## src/memsys_consts.svh

```systemverilog
`ifndef MEMSYS_CONSTS_SVH
`define MEMSYS_CONSTS_SVH

// word and byte address widths
`define MS_DATA_W 16
`define MS_ADDR_W 16

// address split {tag, index, byte offset}
`define MS_TAG_W 5
`define MS_INDEX_W 8
`define MS_OFFSET_W 3

// sets per way
`define MS_SETS (1 << `MS_INDEX_W)

// line and bank geometry, bank is address bits 2..1
`define MS_LINE_WORDS 4
`define MS_WAYS 2
`define MS_BANKS 4

// cycles a bank refuses new accesses after one is accepted
`define MS_BANK_BUSY 4
// cycles from an accepted read to its data
`define MS_RD_LAT 2

`endif

```

## src/memsysPkg.sv

```systemverilog
`default_nettype none

`include "memsys_consts.svh"

package memsysPkg;

   // data word and byte address
   typedef logic [`MS_DATA_W-1:0] wordT;
   typedef logic [`MS_ADDR_W-1:0] addrT;

   // address fields
   typedef logic [`MS_TAG_W-1:0] tagT;
   typedef logic [`MS_INDEX_W-1:0] indexT;
   typedef logic [`MS_OFFSET_W-1:0] offsetT;

   // tag store entry, valid lives in flops beside it
   typedef struct packed {
      logic dirty;
      tagT  tag;
   } tagEntryT;

   // way number
   typedef logic wayT;

   // controller FSM states
   typedef enum logic [2:0] {
      stIdle,
      stCompare,
      stEvict,
      stFill,
      stFinish,
      stRespond
   } ctrlStateT;

endpackage

`default_nettype wire

```

## src/cacheController.sv

```systemverilog
`timescale 1ns/1ps
`default_nettype none

`include "memsys_consts.svh"

module cacheController (
   input  logic               clk,
   input  logic               rstN,
   // cpu request
   input  logic               reqValid,
   output logic               reqReady,
   input  logic               reqWrite,
   input  memsysPkg::addrT    reqAddr,
   input  memsysPkg::wordT    reqData,
   // cpu response
   output logic               respValid,
   input  logic               respReady,
   output memsysPkg::wordT    respData,
   output logic               respHit,
   // lookup datapath
   input  logic               hit,
   input  logic               selDirty,
   input  memsysPkg::tagT     selTag,
   input  memsysPkg::wordT    rdData,
   output memsysPkg::indexT   lookIndex,
   output memsysPkg::offsetT  lookOffset,
   output memsysPkg::tagT     lookTag,
   output logic               wrEn,
   output memsysPkg::wordT    wrData,
   output logic               markDirty,
   output logic               fillLine,
   output logic               captureWay,
   output logic               toggleVictim,
   // memory datapath
   output logic               memValid,
   input  logic               memReady,
   output logic               memWrite,
   output memsysPkg::addrT    memAddr,
   output memsysPkg::wordT    memWrData,
   input  logic               memRdValid,
   input  memsysPkg::wordT    memRdData
);
   import memsysPkg::*;

   localparam int cntW = $clog2(`MS_LINE_WORDS) + 1;
   localparam int lastWord = `MS_LINE_WORDS - 1;

   ctrlStateT state;
   ctrlStateT nextState;
   addrT addrQ;
   wordT dataQ;
   logic writeQ;
   wordT respDataQ;
   logic respHitQ;
   logic [cntW-1:0] issueCnt;
   logic [cntW-1:0] recvCnt;
   offsetT issueOffset;
   offsetT recvOffset;
   tagT reqTag;
   indexT reqIndex;

   // fields of the latched request
   assign reqTag = addrQ[`MS_ADDR_W-1 -: `MS_TAG_W];
   assign reqIndex = addrQ[`MS_OFFSET_W +: `MS_INDEX_W];
   assign issueOffset = {issueCnt[cntW-2:0], 1'b0};
   assign recvOffset = {recvCnt[cntW-2:0], 1'b0};

   assign lookIndex = reqIndex;
   assign lookTag = reqTag;
   assign reqReady = (state == stIdle);
   assign respValid = (state == stRespond);
   assign respData = respDataQ;
   assign respHit = respHitQ;
   assign captureWay = (state == stCompare);
   assign toggleVictim = respValid && respReady;

   // evict writes the old line at its own tag, fill reads at the request tag
   assign memAddr = {(state == stEvict) ? selTag : reqTag, reqIndex, issueOffset};
   assign memWrData = rdData;
   assign wrData = (state == stFill) ? memRdData : dataQ;

   // ########################################
   // next state and datapath controls
   // ########################################
   always_comb begin
      nextState = state;
      lookOffset = addrQ[`MS_OFFSET_W-1:0];
      wrEn = 1'b0;
      markDirty = 1'b0;
      fillLine = 1'b0;
      memValid = 1'b0;
      memWrite = 1'b0;
      case (state)
         stIdle: begin
            if (reqValid) begin
               nextState = stCompare;
            end
         end
         stCompare: begin
            if (hit) begin
               wrEn = writeQ;
               markDirty = writeQ;
               nextState = stRespond;
            end else if (selDirty) begin
               nextState = stEvict;
            end else begin
               nextState = stFill;
            end
         end
         stEvict: begin
            // line word k goes out to bank k
            lookOffset = issueOffset;
            memValid = 1'b1;
            memWrite = 1'b1;
            if (memReady && (issueCnt == cntW'(lastWord))) begin
               nextState = stFill;
            end
         end
         stFill: begin
            // issue runs ahead of the returning words
            lookOffset = recvOffset;
            memValid = (issueCnt != cntW'(`MS_LINE_WORDS));
            wrEn = memRdValid;
            fillLine = 1'b1;
            if (memRdValid && (recvCnt == cntW'(lastWord))) begin
               nextState = stFinish;
            end
         end
         stFinish: begin
            // redo the access on the new line
            wrEn = writeQ;
            markDirty = writeQ;
            nextState = stRespond;
         end
         stRespond: begin
            if (respReady) begin
               nextState = stIdle;
            end
         end
         default: begin
            nextState = stIdle;
         end
      endcase
   end

   always_ff @(posedge clk) begin
      if (!rstN) begin
         state <= stIdle;
         issueCnt <= '0;
         recvCnt <= '0;
      end else begin
         state <= nextState;
         if (state == stCompare) begin
            issueCnt <= '0;
            recvCnt <= '0;
         end
         // counter restarts between evict and fill
         if (memValid && memReady) begin
            if ((state == stEvict) && (issueCnt == cntW'(lastWord))) begin
               issueCnt <= '0;
            end else begin
               issueCnt <= issueCnt + 1'b1;
            end
         end
         if ((state == stFill) && memRdValid) begin
            recvCnt <= recvCnt + 1'b1;
         end
      end
   end

   // request and response payload
   always_ff @(posedge clk) begin
      if (reqValid && reqReady) begin
         addrQ <= reqAddr;
         dataQ <= reqData;
         writeQ <= reqWrite;
      end
      if (((state == stCompare) && hit) || (state == stFinish)) begin
         respDataQ <= rdData;
         respHitQ <= (state == stCompare);
      end
   end

   aReqAligned: assert property (@(posedge clk) disable iff (!rstN)
      reqValid && reqReady |-> !reqAddr[0]);

   // a held response must not change under back-pressure
   aRespStable: assert property (@(posedge clk) disable iff (!rstN)
      respValid && !respReady |=> respValid && $stable(respData) && $stable(respHit));

endmodule

`default_nettype wire

```

## config.mk

```make
export PLATFORM = sky130hd
export DESIGN_NAME = cacheController
export DESIGN_NICKNAME = d
export VERILOG_FILES = /design/src/memsysPkg.sv /design/src/cacheController.sv
export VERILOG_INCLUDE_DIRS = /design/src /design/src/src
export SDC_FILE = /design/constraint.sdc
export NUM_CORES = 1
export LEC_CHECK = 0
export ABC_AREA = 1
export BUFFER_PORTS_ARGS = -buffer_cell sky130_fd_sc_hd__buf_4
export CAP_MARGIN = 10
export CORE_AREA = 5 5 94 96
export CTS_BUF_LIST = sky130_fd_sc_hd__clkbuf_4 sky130_fd_sc_hd__clkbuf_8 sky130_fd_sc_hd__clkbuf_16
export DETAILED_ROUTE_END_ITERATION = 6
export DIE_AREA = 0 0 99 101
export PLACE_DENSITY = 0.68
export SLEW_MARGIN = 10
export SYNTH_ARGS = -nofsm -noshare
export SYNTH_HDL_FRONTEND = slang
export SYNTH_SLANG_ARGS = --single-unit
```

## constraint.sdc

```tcl
create_clock -name clk -period 6.17 [get_ports clk]
set_input_delay 1.234 -clock clk [delete_from_list [all_inputs] [get_ports clk]]
set_output_delay 1.234 -clock clk [all_outputs]
set_load 0.02 [all_outputs]
```

==> results by group, run 1 <==
Run status
  – Status: finished clean

Global route
  – Initial antenna violation count: 0
  – GR Overflow Total: 0
  – Vias in the first global route: between 2000 and 2500
  – First-pass GRT wire length: roughly 11000 microns
  – Pin count of the biggest net entering global routing: 34
  – GR Util All Layers: between 10% and 20%

Finish
  – Area grow syn2layout: 44.2%
  – Final core occ: about half
  – Final Instance Area: 4040 sq um
  – Fin cells: roughly 510
  – Most common cell after layout, fill and taps aside: buf_4
  – Most frequent cells in the layout: buf_4, nand2_1, edfxtp_1, inv_1
  – Net count, final: 483
  – Layout cells sized above 1: 50.2%
  – Diode count: 0

Logic synthesis
  – Largest family of logic cells by synthesized area: simple AND/OR/NAND/NOR gates
  – Synth Area per Inst: 10.4 sq um
  – Multiplexer area fraction after synthesis: 0%
  – Synth Area in Adders: between 1.5 and 2%
  – Distinct cells, synth: 27
  – Compound-cell area share of the yosys netlist: under 10%
  – Post-Syn Instances: 270
  – Post-Syn Nets: roughly 350
  – Post-synthesis instance area: 2800 sq um
  – Register area share after synthesis: between 50% and 60%
  – Post-Synth XOR/XNOR Area: 0%
  – Syn. warnings: 0
  – FF+latch count, synth: ~60
  – Simple-gate area share of the yosys netlist: between 10% and 20%

Timing
  – Worst Tran Pin Value: slightly above 1000 ps
  – Final hold vios: 0
  – Achievable Freq: around 0.30 GHz
  – Finish-stage setup viols: 0
  – RSZ-0062 raised after global routing: no
  – Worst relative slew slack: 32.6%
  – Final min period: 3300 ps
  – Setup TNS: 0 ps
  – Setup Skew: roughly 11 ps
  – Max-slew violations: 0
  – Period Utilization, post-route: between 50% and 60%

Floorplan
  – Die height: between 100 and 150 microns
  – I/O pins: between 150 and 200
  – Area of the die: approximately 10000 sq um
  – Starting Density: 35.2%
  – DIE WIDTH: approximately 100 microns
  – Floorplan Core Area: 7970 sq um
  – Rows: 33

Critical path
  – R2r setup slk: 4190 ps
  – Critical path arrival: ~2100 ps
  – Buffers and inverters on the worst path: 2
  – RR Startpoint: state[0]$_SDFFE_PN0P_
  – WP data required: ~5000 ps
  – Worst path cell trace: nand2_2, nor2_4, inv_2, nand2_1, nand2_1, buf_4
  – Reg2Reg Capture Point: addrQ[8]$_DFFE_PP_
  – Cell family with most CP delay: simple AND/OR/NAND/NOR gates
  – Critical path class: flop to output pin
  – Crit path largest cell delay: approximately 560 ps
  – Slowest cell on crit path: dfxtp_1
  – Worst reg-to-reg path cell count: 3
  – CP Max Fanout: 22
  – Most used cell, CP: nand2_1
  – Crit end category: output pin
  – Startpoint types: flop

Detailed routing
  – DR vias/cell: between 4 and 5
  – Antenna viol nets, final: 0
  – DR WL/cell: ~15 microns
  – DRT Wirelength: about 7500 microns
  – DR vias: 2228
  – Initial DRT Pass Iterations: 4
  – Drt initial violations: between 40 and 50
  – # DRC: 0

Clock tree
  – CTS-repair resized insts: 0
  – Clk sink count: 59
  – H-tree depth: 3
  – Cts bufs inserted: 9
  – Max Buffers Root-to-Sink: 2
  – Post-CTS setup buffer count: 0
  – CTS tree: yes
  – Clk slew on worst S/H paths: ~80 ps
  – Clock root cell: clkbuf_8
  – Clock Latency Late Sink: roughly 330 ps
  – Hold buffer count at cts: 0

Pwr
  – Max IR drop VDD: 0.193 mV
  – Lkg Pwr: ~1.9 nW
  – PwrDens: 430 nW/um^2

Hold path
  – Tightest Hold Check Type: flop to flop
  – Worst Hold Launch: issueCnt[2]$_SDFFE_PN0P_
  – Hold depth: 2
  – Worst Hold End: issueCnt[2]$_SDFFE_PN0P_

Place
  – Port-buffer cells: roughly 170
  – DP Wirelength: ~5900 microns
  – Inst Count DP: around 500
  – Dpl cell area: around 3800 sq um
  – GPL Wtd Cong: 0.848

Flow run
  – Maxcap violations: 0
flip-flops by register name (all words and copies together) (netlist names):
name      count
respData     16
dataQ        16
writeQ        1
state         3
recvCnt       3
respHit       1
addrQ        16
issueCnt      3
routing by layer:
metal | global-route usage, % | part of all wire [%] | up-vias
met5 | 0 | 0 | -
met2 | 24.9 | 51 | 95
met4 | 5.78 | 2.0 | 0
met1 | 16.5 | 39 | 1016
met3 | 5.81 | 7.8 | 12
li1 | - | - | 1105
stage by stage:
| stage | hold slack, ps | total power, mW | setup WS (ps) |
|---|---|---|---|
| 2_1_floorplan | 448 | 1.10 | 3070 |
| 3_3_place_gp | 474 | 1.38 | 3220 |
| 3_5_place_dp | 475 | 1.39 | 3210 |
| 4_1_cts | 487 | 1.76 | 2830 |
| 5_1_grt | 517 | 1.84 | 2670 |
| 6_report | 487 | 1.74 | 2870 |
Yosys cell counts:
| cell type | instances | area (sq um) |
|---|---|---|
| edfxtp_1 | 50 | 1500 |
| conb_1 | 1 | 3.75 |
| buf_2 | 1 | 5.00 |
| buf_6 | 4 | 45.0 |
| nand4_1 | 3 | 18.8 |
| nand3_1 | 8 | 40.0 |
| nor2_4 | 3 | 33.8 |
| buf_4 | 41 | 308 |
| nor2_2 | 3 | 18.8 |
| o21bai_2 | 1 | 11.3 |
| nand3_2 | 1 | 10.0 |
| o21ai_2 | 1 | 8.76 |
| o21bai_1 | 1 | 7.51 |
| a21oi_1 | 8 | 40.0 |
| inv_1 | 15 | 56.3 |
| nor2_1 | 10 | 37.5 |
| ha_1 | 4 | 50.1 |
| o21ai_1 | 1 | 5.00 |
| o21ai_0 | 3 | 15.0 |
| a22oi_1 | 2 | 15.0 |
| o22ai_1 | 1 | 6.26 |
| nand2_2 | 5 | 31.3 |
| inv_4 | 1 | 6.26 |
| nand2_1 | 87 | 327 |
| dfxtp_1 | 9 | 180 |
| inv_2 | 5 | 18.8 |
| clkinv_1 | 1 | 3.75 |
where the power goes:
part	internal, mW	leakage [nW]	switching, mW
logic	0.283	1.28	0.477
clock network	0.194	0.103	0.173
registers	0.560	0.541	0.0522
total	1.04	1.92	0.702
worst reg2reg max path, delay by kind of cell, from the launching register on:
family / cells / cell delay (ps)
DFF: 1 / 430
and+or+nand+nor: 3 / 1170
how the worst max path moves through the flow:
stage,end,startpoint,slack [ps],cells past startpoint
after global placement,wrEn,memRdValid,3220,4
after floorplan,addrQ[0]$_DFFE_PP_,reqValid,3070,2
after CTS,wrData[12],state[0]$_SDFFE_PN0P_,2830,6
after detailed placement,wrData[12],state[0]$_SDFFE_PN0P_,3210,6
final,wrData[12],state[0]$_SDFFE_PN0P_,2870,6
after global routing,wrData[12],state[0]$_SDFFE_PN0P_,2670,6
cell type report:
class,instances,area (sq um)
Clock buffer,9,124
Inverter,22,85.1
Timing Repair Buffer,166,1250
Clock inverter,7,83.8
Tap cell,105,131
Fill cell,718,3930
Sequential cell,59,1680
Multi-Input combinational cell,143,691
kinds of logic (layout without fill, tap and decap cells):
kind of cell | after synthesis | after routing
AND/OR/NAND/NOR | 120 | 120
buffers and inverters | 68 | 204
flip-flops | 59 | 59
AO/OA/AOI/OAI | 18 | 18
adder cells (fa/ha/maj) | 4 | 4
other | 1 | 1
No activity file was read; power rests on OpenSTA's default activity.
==> inputs of run 2 (changes only) <==
Clock period 6.17 ns to 3.26 ns, I/O delays scaled along.
==> results by group, run 2 (synthesis results as in run 1) <==
Run status
  – Status: finished clean (unchanged)

Timing
  – Setup TNS: 0 ps (unchanged)
  – Final min period: roughly 2700 ps
  – Worst Tran Pin Value: 522 ps (was 1010 ps)
  – Setup Skew: 11.6 ps (was 10.6 ps)
  – Final hold vios: 0 (unchanged)
  – Achievable Freq: between 0.3 and 0.4 GHz
  – Period Utilization, post-route: between 80 and 90%
  – Finish-stage setup viols: 0 (unchanged)
  – Max-slew violations: 0 (unchanged)
  – RSZ-0062 raised after global routing: no (unchanged)
  – Worst relative slew slack: 65.1% (was 32.6%)

Detailed routing
  – DR WL/cell: 15.2 microns (was 14.6 microns)
  – DR vias: 2249 (was 2228)
  – Drt initial violations: 80 (was 41)
  – DRT Wirelength: 7770 microns (was 7470 microns)
  – DR vias/cell: 4.39 (was 4.36)
  – Initial DRT Pass Iterations: 5 (was 4)
  – Antenna viol nets, final: 0 (unchanged)
  – # DRC: 0 (unchanged)

Finish
  – Fin cells: 512 (was 511)
  – Most common cell after layout, fill and taps aside: buf_4 (unchanged)
  – Most frequent cells in the layout: buf_4, nand2_1, edfxtp_1, inv_1 (unchanged)
  – Diode count: 0 (unchanged)
  – Net count, final: 485 (was 483)
  – Layout cells sized above 1: 50.4% (was 50.2%)
  – Area grow syn2layout: 43.3% (was 44.2%)

Critical path
  – Critical path arrival: 2040 ps (was 2070 ps)
  – Worst path cell trace: nand2_2, nor2_4, inv_2, nand2_1, nand2_1, buf_4 (unchanged)
  – Crit end category: output pin (unchanged)
  – Buffers and inverters on the worst path: 2 (unchanged)
  – R2r setup slk: 1400 ps (was 4190 ps)
  – WP data required: 2610 ps (was 4940 ps)
  – CP Max Fanout: 22 (unchanged)
  – Reg2Reg Capture Point: dataQ[2]$_DFFE_PP_ (was addrQ[8]$_DFFE_PP_)
  – Crit path depth: 6 (unchanged)
  – Critical path class: flop to output pin (unchanged)
  – RR Startpoint: state[0]$_SDFFE_PN0P_ (unchanged)
  – Launch point of the worst path: state[0]$_SDFFE_PN0P_ (unchanged)
  – Most used cell, CP: nand2_1 (unchanged)
  – Worst reg-to-reg path cell count: 4 (was 3)
  – Slowest cell on crit path: dfxtp_1 (unchanged)
  – Worst Setup EP: wrData[13] (was wrData[12])
  – Crit path largest cell delay: 570 ps (was 560 ps)
  – Cell family with most CP delay: simple AND/OR/NAND/NOR gates (unchanged)
  – Startpoint types: flop (unchanged)

Pwr
  – Clock group share of total power: 17.9% (was 21.1%)
  – Int Power: 1.87 mW (was 1.04 mW)
  – Sw Share: 41.2% (was 40.4%)
  – Lkg Pwr: 1.90 nW (was 1.92 nW)
  – Sequential fraction of design power: 36.2% (was 35.2%)
  – Power, Total: 3.19 mW (was 1.74 mW)
  – Max IR drop VDD: 0.300 mV (was 0.193 mV)
  – Power share of the combinational group: 45.8% (was 43.7%)
  – PwrDens: 794 nW/um^2 (was 430 nW/um^2)
  – NetSw: 1.32 mW (was 702 uW)

Clock tree
  – Max Buffers Root-to-Sink: 2 (unchanged)
  – CTS-repair resized insts: 0 (unchanged)
  – Clk slew on worst S/H paths: 80 ps (about the same)
  – H-tree depth: 3 (unchanged)
  – Clock root cell: clkbuf_8 (unchanged)
  – Clock Latency Late Sink: 330 ps (about the same)
  – Post-CTS setup buffer count: 0 (unchanged)
  – Hold buffer count at cts: 0 (unchanged)
  – CTS tree: yes (unchanged)
  – Cts bufs inserted: 9 (unchanged)
  – Clk sink count: 59 (unchanged)

Place
  – Inst Count DP: 497 (was 495)
  – GPL Wtd Cong: 0.895 (was 0.848)
  – DP Wirelength: 6170 microns (was 5890 microns)
  – Port-buffer cells: 166 (unchanged)

Global route
  – First-pass GRT wire length: 11900 microns (was 11400 microns)
  – GR Overflow Total: 0 (unchanged)
  – Initial antenna violation count: 0 (unchanged)
  – Pin count of the biggest net entering global routing: 25 (was 34)
  – Vias in the first global route: 2364 (was 2283)
  – GR Util All Layers: 15.3% (was 14.7%)

Floorplan
  – Rows: 33 (unchanged)
  – Die height: 101 microns (unchanged)
  – Starting Density: 35.2% (unchanged)
  – Area of the die: 10000 sq um (unchanged)
  – DIE WIDTH: 99 microns (unchanged)
  – Floorplan Core Area: 7970 sq um (unchanged)
  – I/O pins: 168 (unchanged)

Flow run
  – Maxcap violations: 0 (unchanged)

Hold path
  – Tightest Hold Check Type: flop to flop (unchanged)
run 2: cell count changes in the layout (fill, tap and decap cells not counted):
cell,before,now
bufinv_16,1,0
buf_4,166,168
clkinv_2,0,1
clkinvlp_4,1,4
inv_6,3,0
inv_8,1,0
run 2: metal layers:
layer  routed length, microns  part of all wire (%)  track usage (%)  vias up
met1                     3020                    39             17.7     1043
met5                        0                     0                0        -
li1                         -                     -                -     1105
met3                      571                   7.3             4.98        9
met4                      116                   1.5             5.57        0
met2                     4060                    52             26.7       92
run 2: worst min-delay path by stage:
stage	from	endpoint	slack [ps]	cells after the start
finish	issueCnt[2]$_SDFFE_PN0P_	issueCnt[2]$_SDFFE_PN0P_	480	2
global route	reqData[14]	dataQ[14]$_DFFE_PP_	460	1
detailed placement	issueCnt[2]$_SDFFE_PN0P_	issueCnt[2]$_SDFFE_PN0P_	480	2
global placement	issueCnt[2]$_SDFFE_PN0P_	issueCnt[2]$_SDFFE_PN0P_	470	2
floorplan	recvCnt[0]$_SDFFE_PN0P_	recvCnt[0]$_SDFFE_PN0P_	450	1
CTS	reqData[8]	dataQ[8]$_DFFE_PP_	470	1
run 2: power groups by stage:
stage	clock network [mW]	registers, mW	logic (mW)
after floorplan	0	1.21	0.879
after global placement	0	1.17	1.46
after detailed placement	0	1.17	1.47
after CTS	0.596	1.16	1.48
after global routing	0.634	1.18	1.57
final	0.572	1.16	1.46
run 2: final cells by class:
class	instances	area, sq um
clock buffers	9	124
well taps	105	131
multi-input cells	143	691
inverters	22	85.1
flip-flops and latches	59	1680
clock inverters	6	43.8
repair buffers	168	1260
fillers	739	3950
run 2: worst min-delay path: stages (launching register included):
cell	delay (ps)
dfxtp_1	320
nand2_1	70
a21oi_1	50
run 2: metrics by stage:
| stage | worst slack, ps | area (sq um) | utilization [%] | hold WS [ps] |
|---|---|---|---|---|
| final | 569 | 4020 | 50.4 | 484 |
| after global routing | 409 | 4020 | 50.4 | 459 |
| after CTS | 549 | 4020 | 50.4 | 467 |
| after detailed placement | 927 | 3850 | 48.3 | 477 |
| after global placement | 1010 | 3850 | 48.3 | 472 |
| after floorplan | 744 | 2800 | - | 448 |
==> inputs of run 3 (changes only) <==
Clock period 3.26 ns to 2.61 ns, I/O delays scaled along.
==> results by group, run 3 (synthesis results as in run 1) <==
Global route
  – Vias in the first global route: 2385 (was 2364)
  – Met1 usage: 18.5% (was 17.7%)
  – Routing usage on met2: 26.2% (was 26.7%)
  – Busiest grt layer: met2 (unchanged)
  – Initial antenna violation count: 0 (unchanged)
  – First-pass GRT wire length: 12000 microns (was 11900 microns)
  – GR Overflow Total: 0 (unchanged)
  – Pin count of the biggest net entering global routing: 25 (unchanged)
  – GR Util All Layers: 15.4% (was 15.3%)
  – Met3 usage: 4.29% (was 4.98%)

Floorplan
  – Starting Density: 35.2% (unchanged)
  – Area of the die: 10000 sq um (unchanged)
  – DIE WIDTH: 99 microns (unchanged)
  – Floorplan Core Area: 7970 sq um (unchanged)
  – I/O pins: 168 (unchanged)
  – Die height: 101 microns (unchanged)
  – Rows: 33 (unchanged)

Timing
  – Period Utilization, post-route: around nine tenths
  – Setup Skew: 10.5 ps (was 11.6 ps)
  – Achievable Freq: 0.433 GHz
  – Final hold vios: 0 (unchanged)
  – RSZ-0062 raised after global routing: no (unchanged)
  – Setup TNS: 0 ps (unchanged)
  – Worst Hold Margin: 357 ps (was 484 ps)
  – Max-slew violations: 0 (unchanged)
  – Worst-case setup margin in the final layout: 300 ps (was 569 ps)
  – Finish-stage setup viols: 0 (unchanged)
  – Final min period: around 2300 ps

Detailed routing
  – DR WL/cell: 14.9 microns (was 15.2 microns)
  – # DRC: 0 (unchanged)
  – Antenna viol nets, final: 0 (unchanged)
  – Initial DRT Pass Iterations: 4 (was 5)
  – Drt initial violations: 85 (was 80)
  – DRT Wirelength: 7650 microns (was 7770 microns)
  – DR vias/cell: 4.36 (was 4.39)
  – DR vias: 2240 (was 2249)

Clock tree
  – Clk sink count: 59 (unchanged)
  – Clk slew on worst S/H paths: 80 ps (about the same)
  – CTS-repair resized insts: 0 (unchanged)
  – CTS tree: yes (unchanged)
  – Post-CTS setup buffer count: 0 (unchanged)
  – Hold buffer count at cts: 0 (unchanged)
  – Clock Latency Late Sink: 330 ps (about the same)
  – H-tree depth: 3 (unchanged)
  – Max Buffers Root-to-Sink: 2 (unchanged)
  – Cts bufs inserted: 9 (unchanged)
  – Clock root cell: clkbuf_8 (unchanged)

Finish
  – Area grow syn2layout: 45.3% (was 43.3%)
  – Diode count: 0 (unchanged)
  – Most common cell after layout, fill and taps aside: buf_4 (unchanged)
  – Net count, final: 486 (was 485)
  – Layout cells sized above 1: 50.6% (was 50.4%)
  – Most frequent cells in the layout: buf_4, nand2_1, edfxtp_1, inv_1 (unchanged)

Place
  – DP Wirelength: 6110 microns (was 6170 microns)
  – GPL Wtd Cong: 0.837 (was 0.895)
  – Place WS: 672 ps (was 927 ps)
  – Port-buffer cells: 166 (unchanged)

Critical path
  – Cell family with most CP delay: flip-flops (was simple AND/OR/NAND/NOR gates)
  – Slowest cell on crit path: dfxtp_1 (unchanged)
  – WP data required: 2090 ps (was 2610 ps)
  – Crit end category: output pin (unchanged)
  – CP Max Fanout: 17 (was 22)
  – Buffers and inverters on the worst path: 2 (unchanged)
  – Critical path class: flop to output pin (unchanged)
  – Startpoint types: flop (unchanged)
  – Worst path cell trace: nand2_2, nor2_4, buf_4, nand2_1, nand2_1, buf_4 (was nand2_2, nor2_4, inv_2, nand2_1, nand2_1, buf_4)
  – Crit path largest cell delay: 590 ps (was 570 ps)
  – Critical path arrival: 1790 ps (was 2040 ps)

Flow run
  – Maxcap violations: 0 (unchanged)

Run status
  – Status: finished clean (unchanged)

Pwr
  – PwrDens: 1020 nW/um^2 (was 794 nW/um^2)
  – Max IR drop VDD: 0.440 mV (was 0.300 mV)
  – Lkg Pwr: 1.94 nW (was 1.90 nW)

Hold path
  – Tightest Hold Check Type: primary input to flop (was flop to flop)
run 3: cell types whose count changed in the layout (fill, tap and decap cells not counted), sizes merged:
cell      change
buf           +1
bufinv        +1
clkinvlp      -3
inv           +3
run 3: final cells by class:
class | instances | area, sq um
sequential | 59 | 1680
fill | 742 | 3890
tap | 105 | 131
timing repair buffer | 169 | 1280
inverter | 22 | 85.1
multi-input combinational | 143 | 691
clock inverter | 7 | 81.3
clock buffer | 9 | 124
run 3: layer usage:
layer,routed length (microns),up-vias
li1,-,1107
met1,3050,1035
met2,3930,87
met3,530,11
met4,131,0
met5,0,-
run 3: power by group:
part           switching [mW]  leakage, nW  internal, mW
clock                   0.407        0.101         0.454
sequential              0.128        0.541          1.32
combinational            1.14         1.30         0.705
run 3: path summary, 6_finish.rpt:
check | from | end | slack [ps] | cells past startpoint
worst max-delay path | state[0]$_SDFFE_PN0P_ | wrData[6] | 300 | 6
worst min-delay path | reqAddr[9] | addrQ[9]$_DFFE_PP_ | 360 | 1
worst max register to register | state[0]$_SDFFE_PN0P_ | dataQ[5]$_DFFE_PP_ | 920 | 4
worst min register to register | issueCnt[2]$_SDFFE_PN0P_ | issueCnt[2]$_SDFFE_PN0P_ | 490 | 2
run 3: per-stage QoR:
step           power (mW)  utilization (%)  instances  instance area, sq um
2_1_floorplan        2.61                -        270                  2800
3_3_place_gp         3.30             48.6        498                  3870
3_5_place_dp         3.32             48.6        498                  3870
4_1_cts              4.20             51.1        514                  4080
5_1_grt              4.40             51.1        514                  4080
6_report             4.15             51.1        514                  4080
run 3: worst register-to-register path: cells and delay by family, from the launching register on:
kind | cells | cell delay [ps]
buf+inv | 1 | 230
flops | 1 | 440
simple gates | 3 | 700
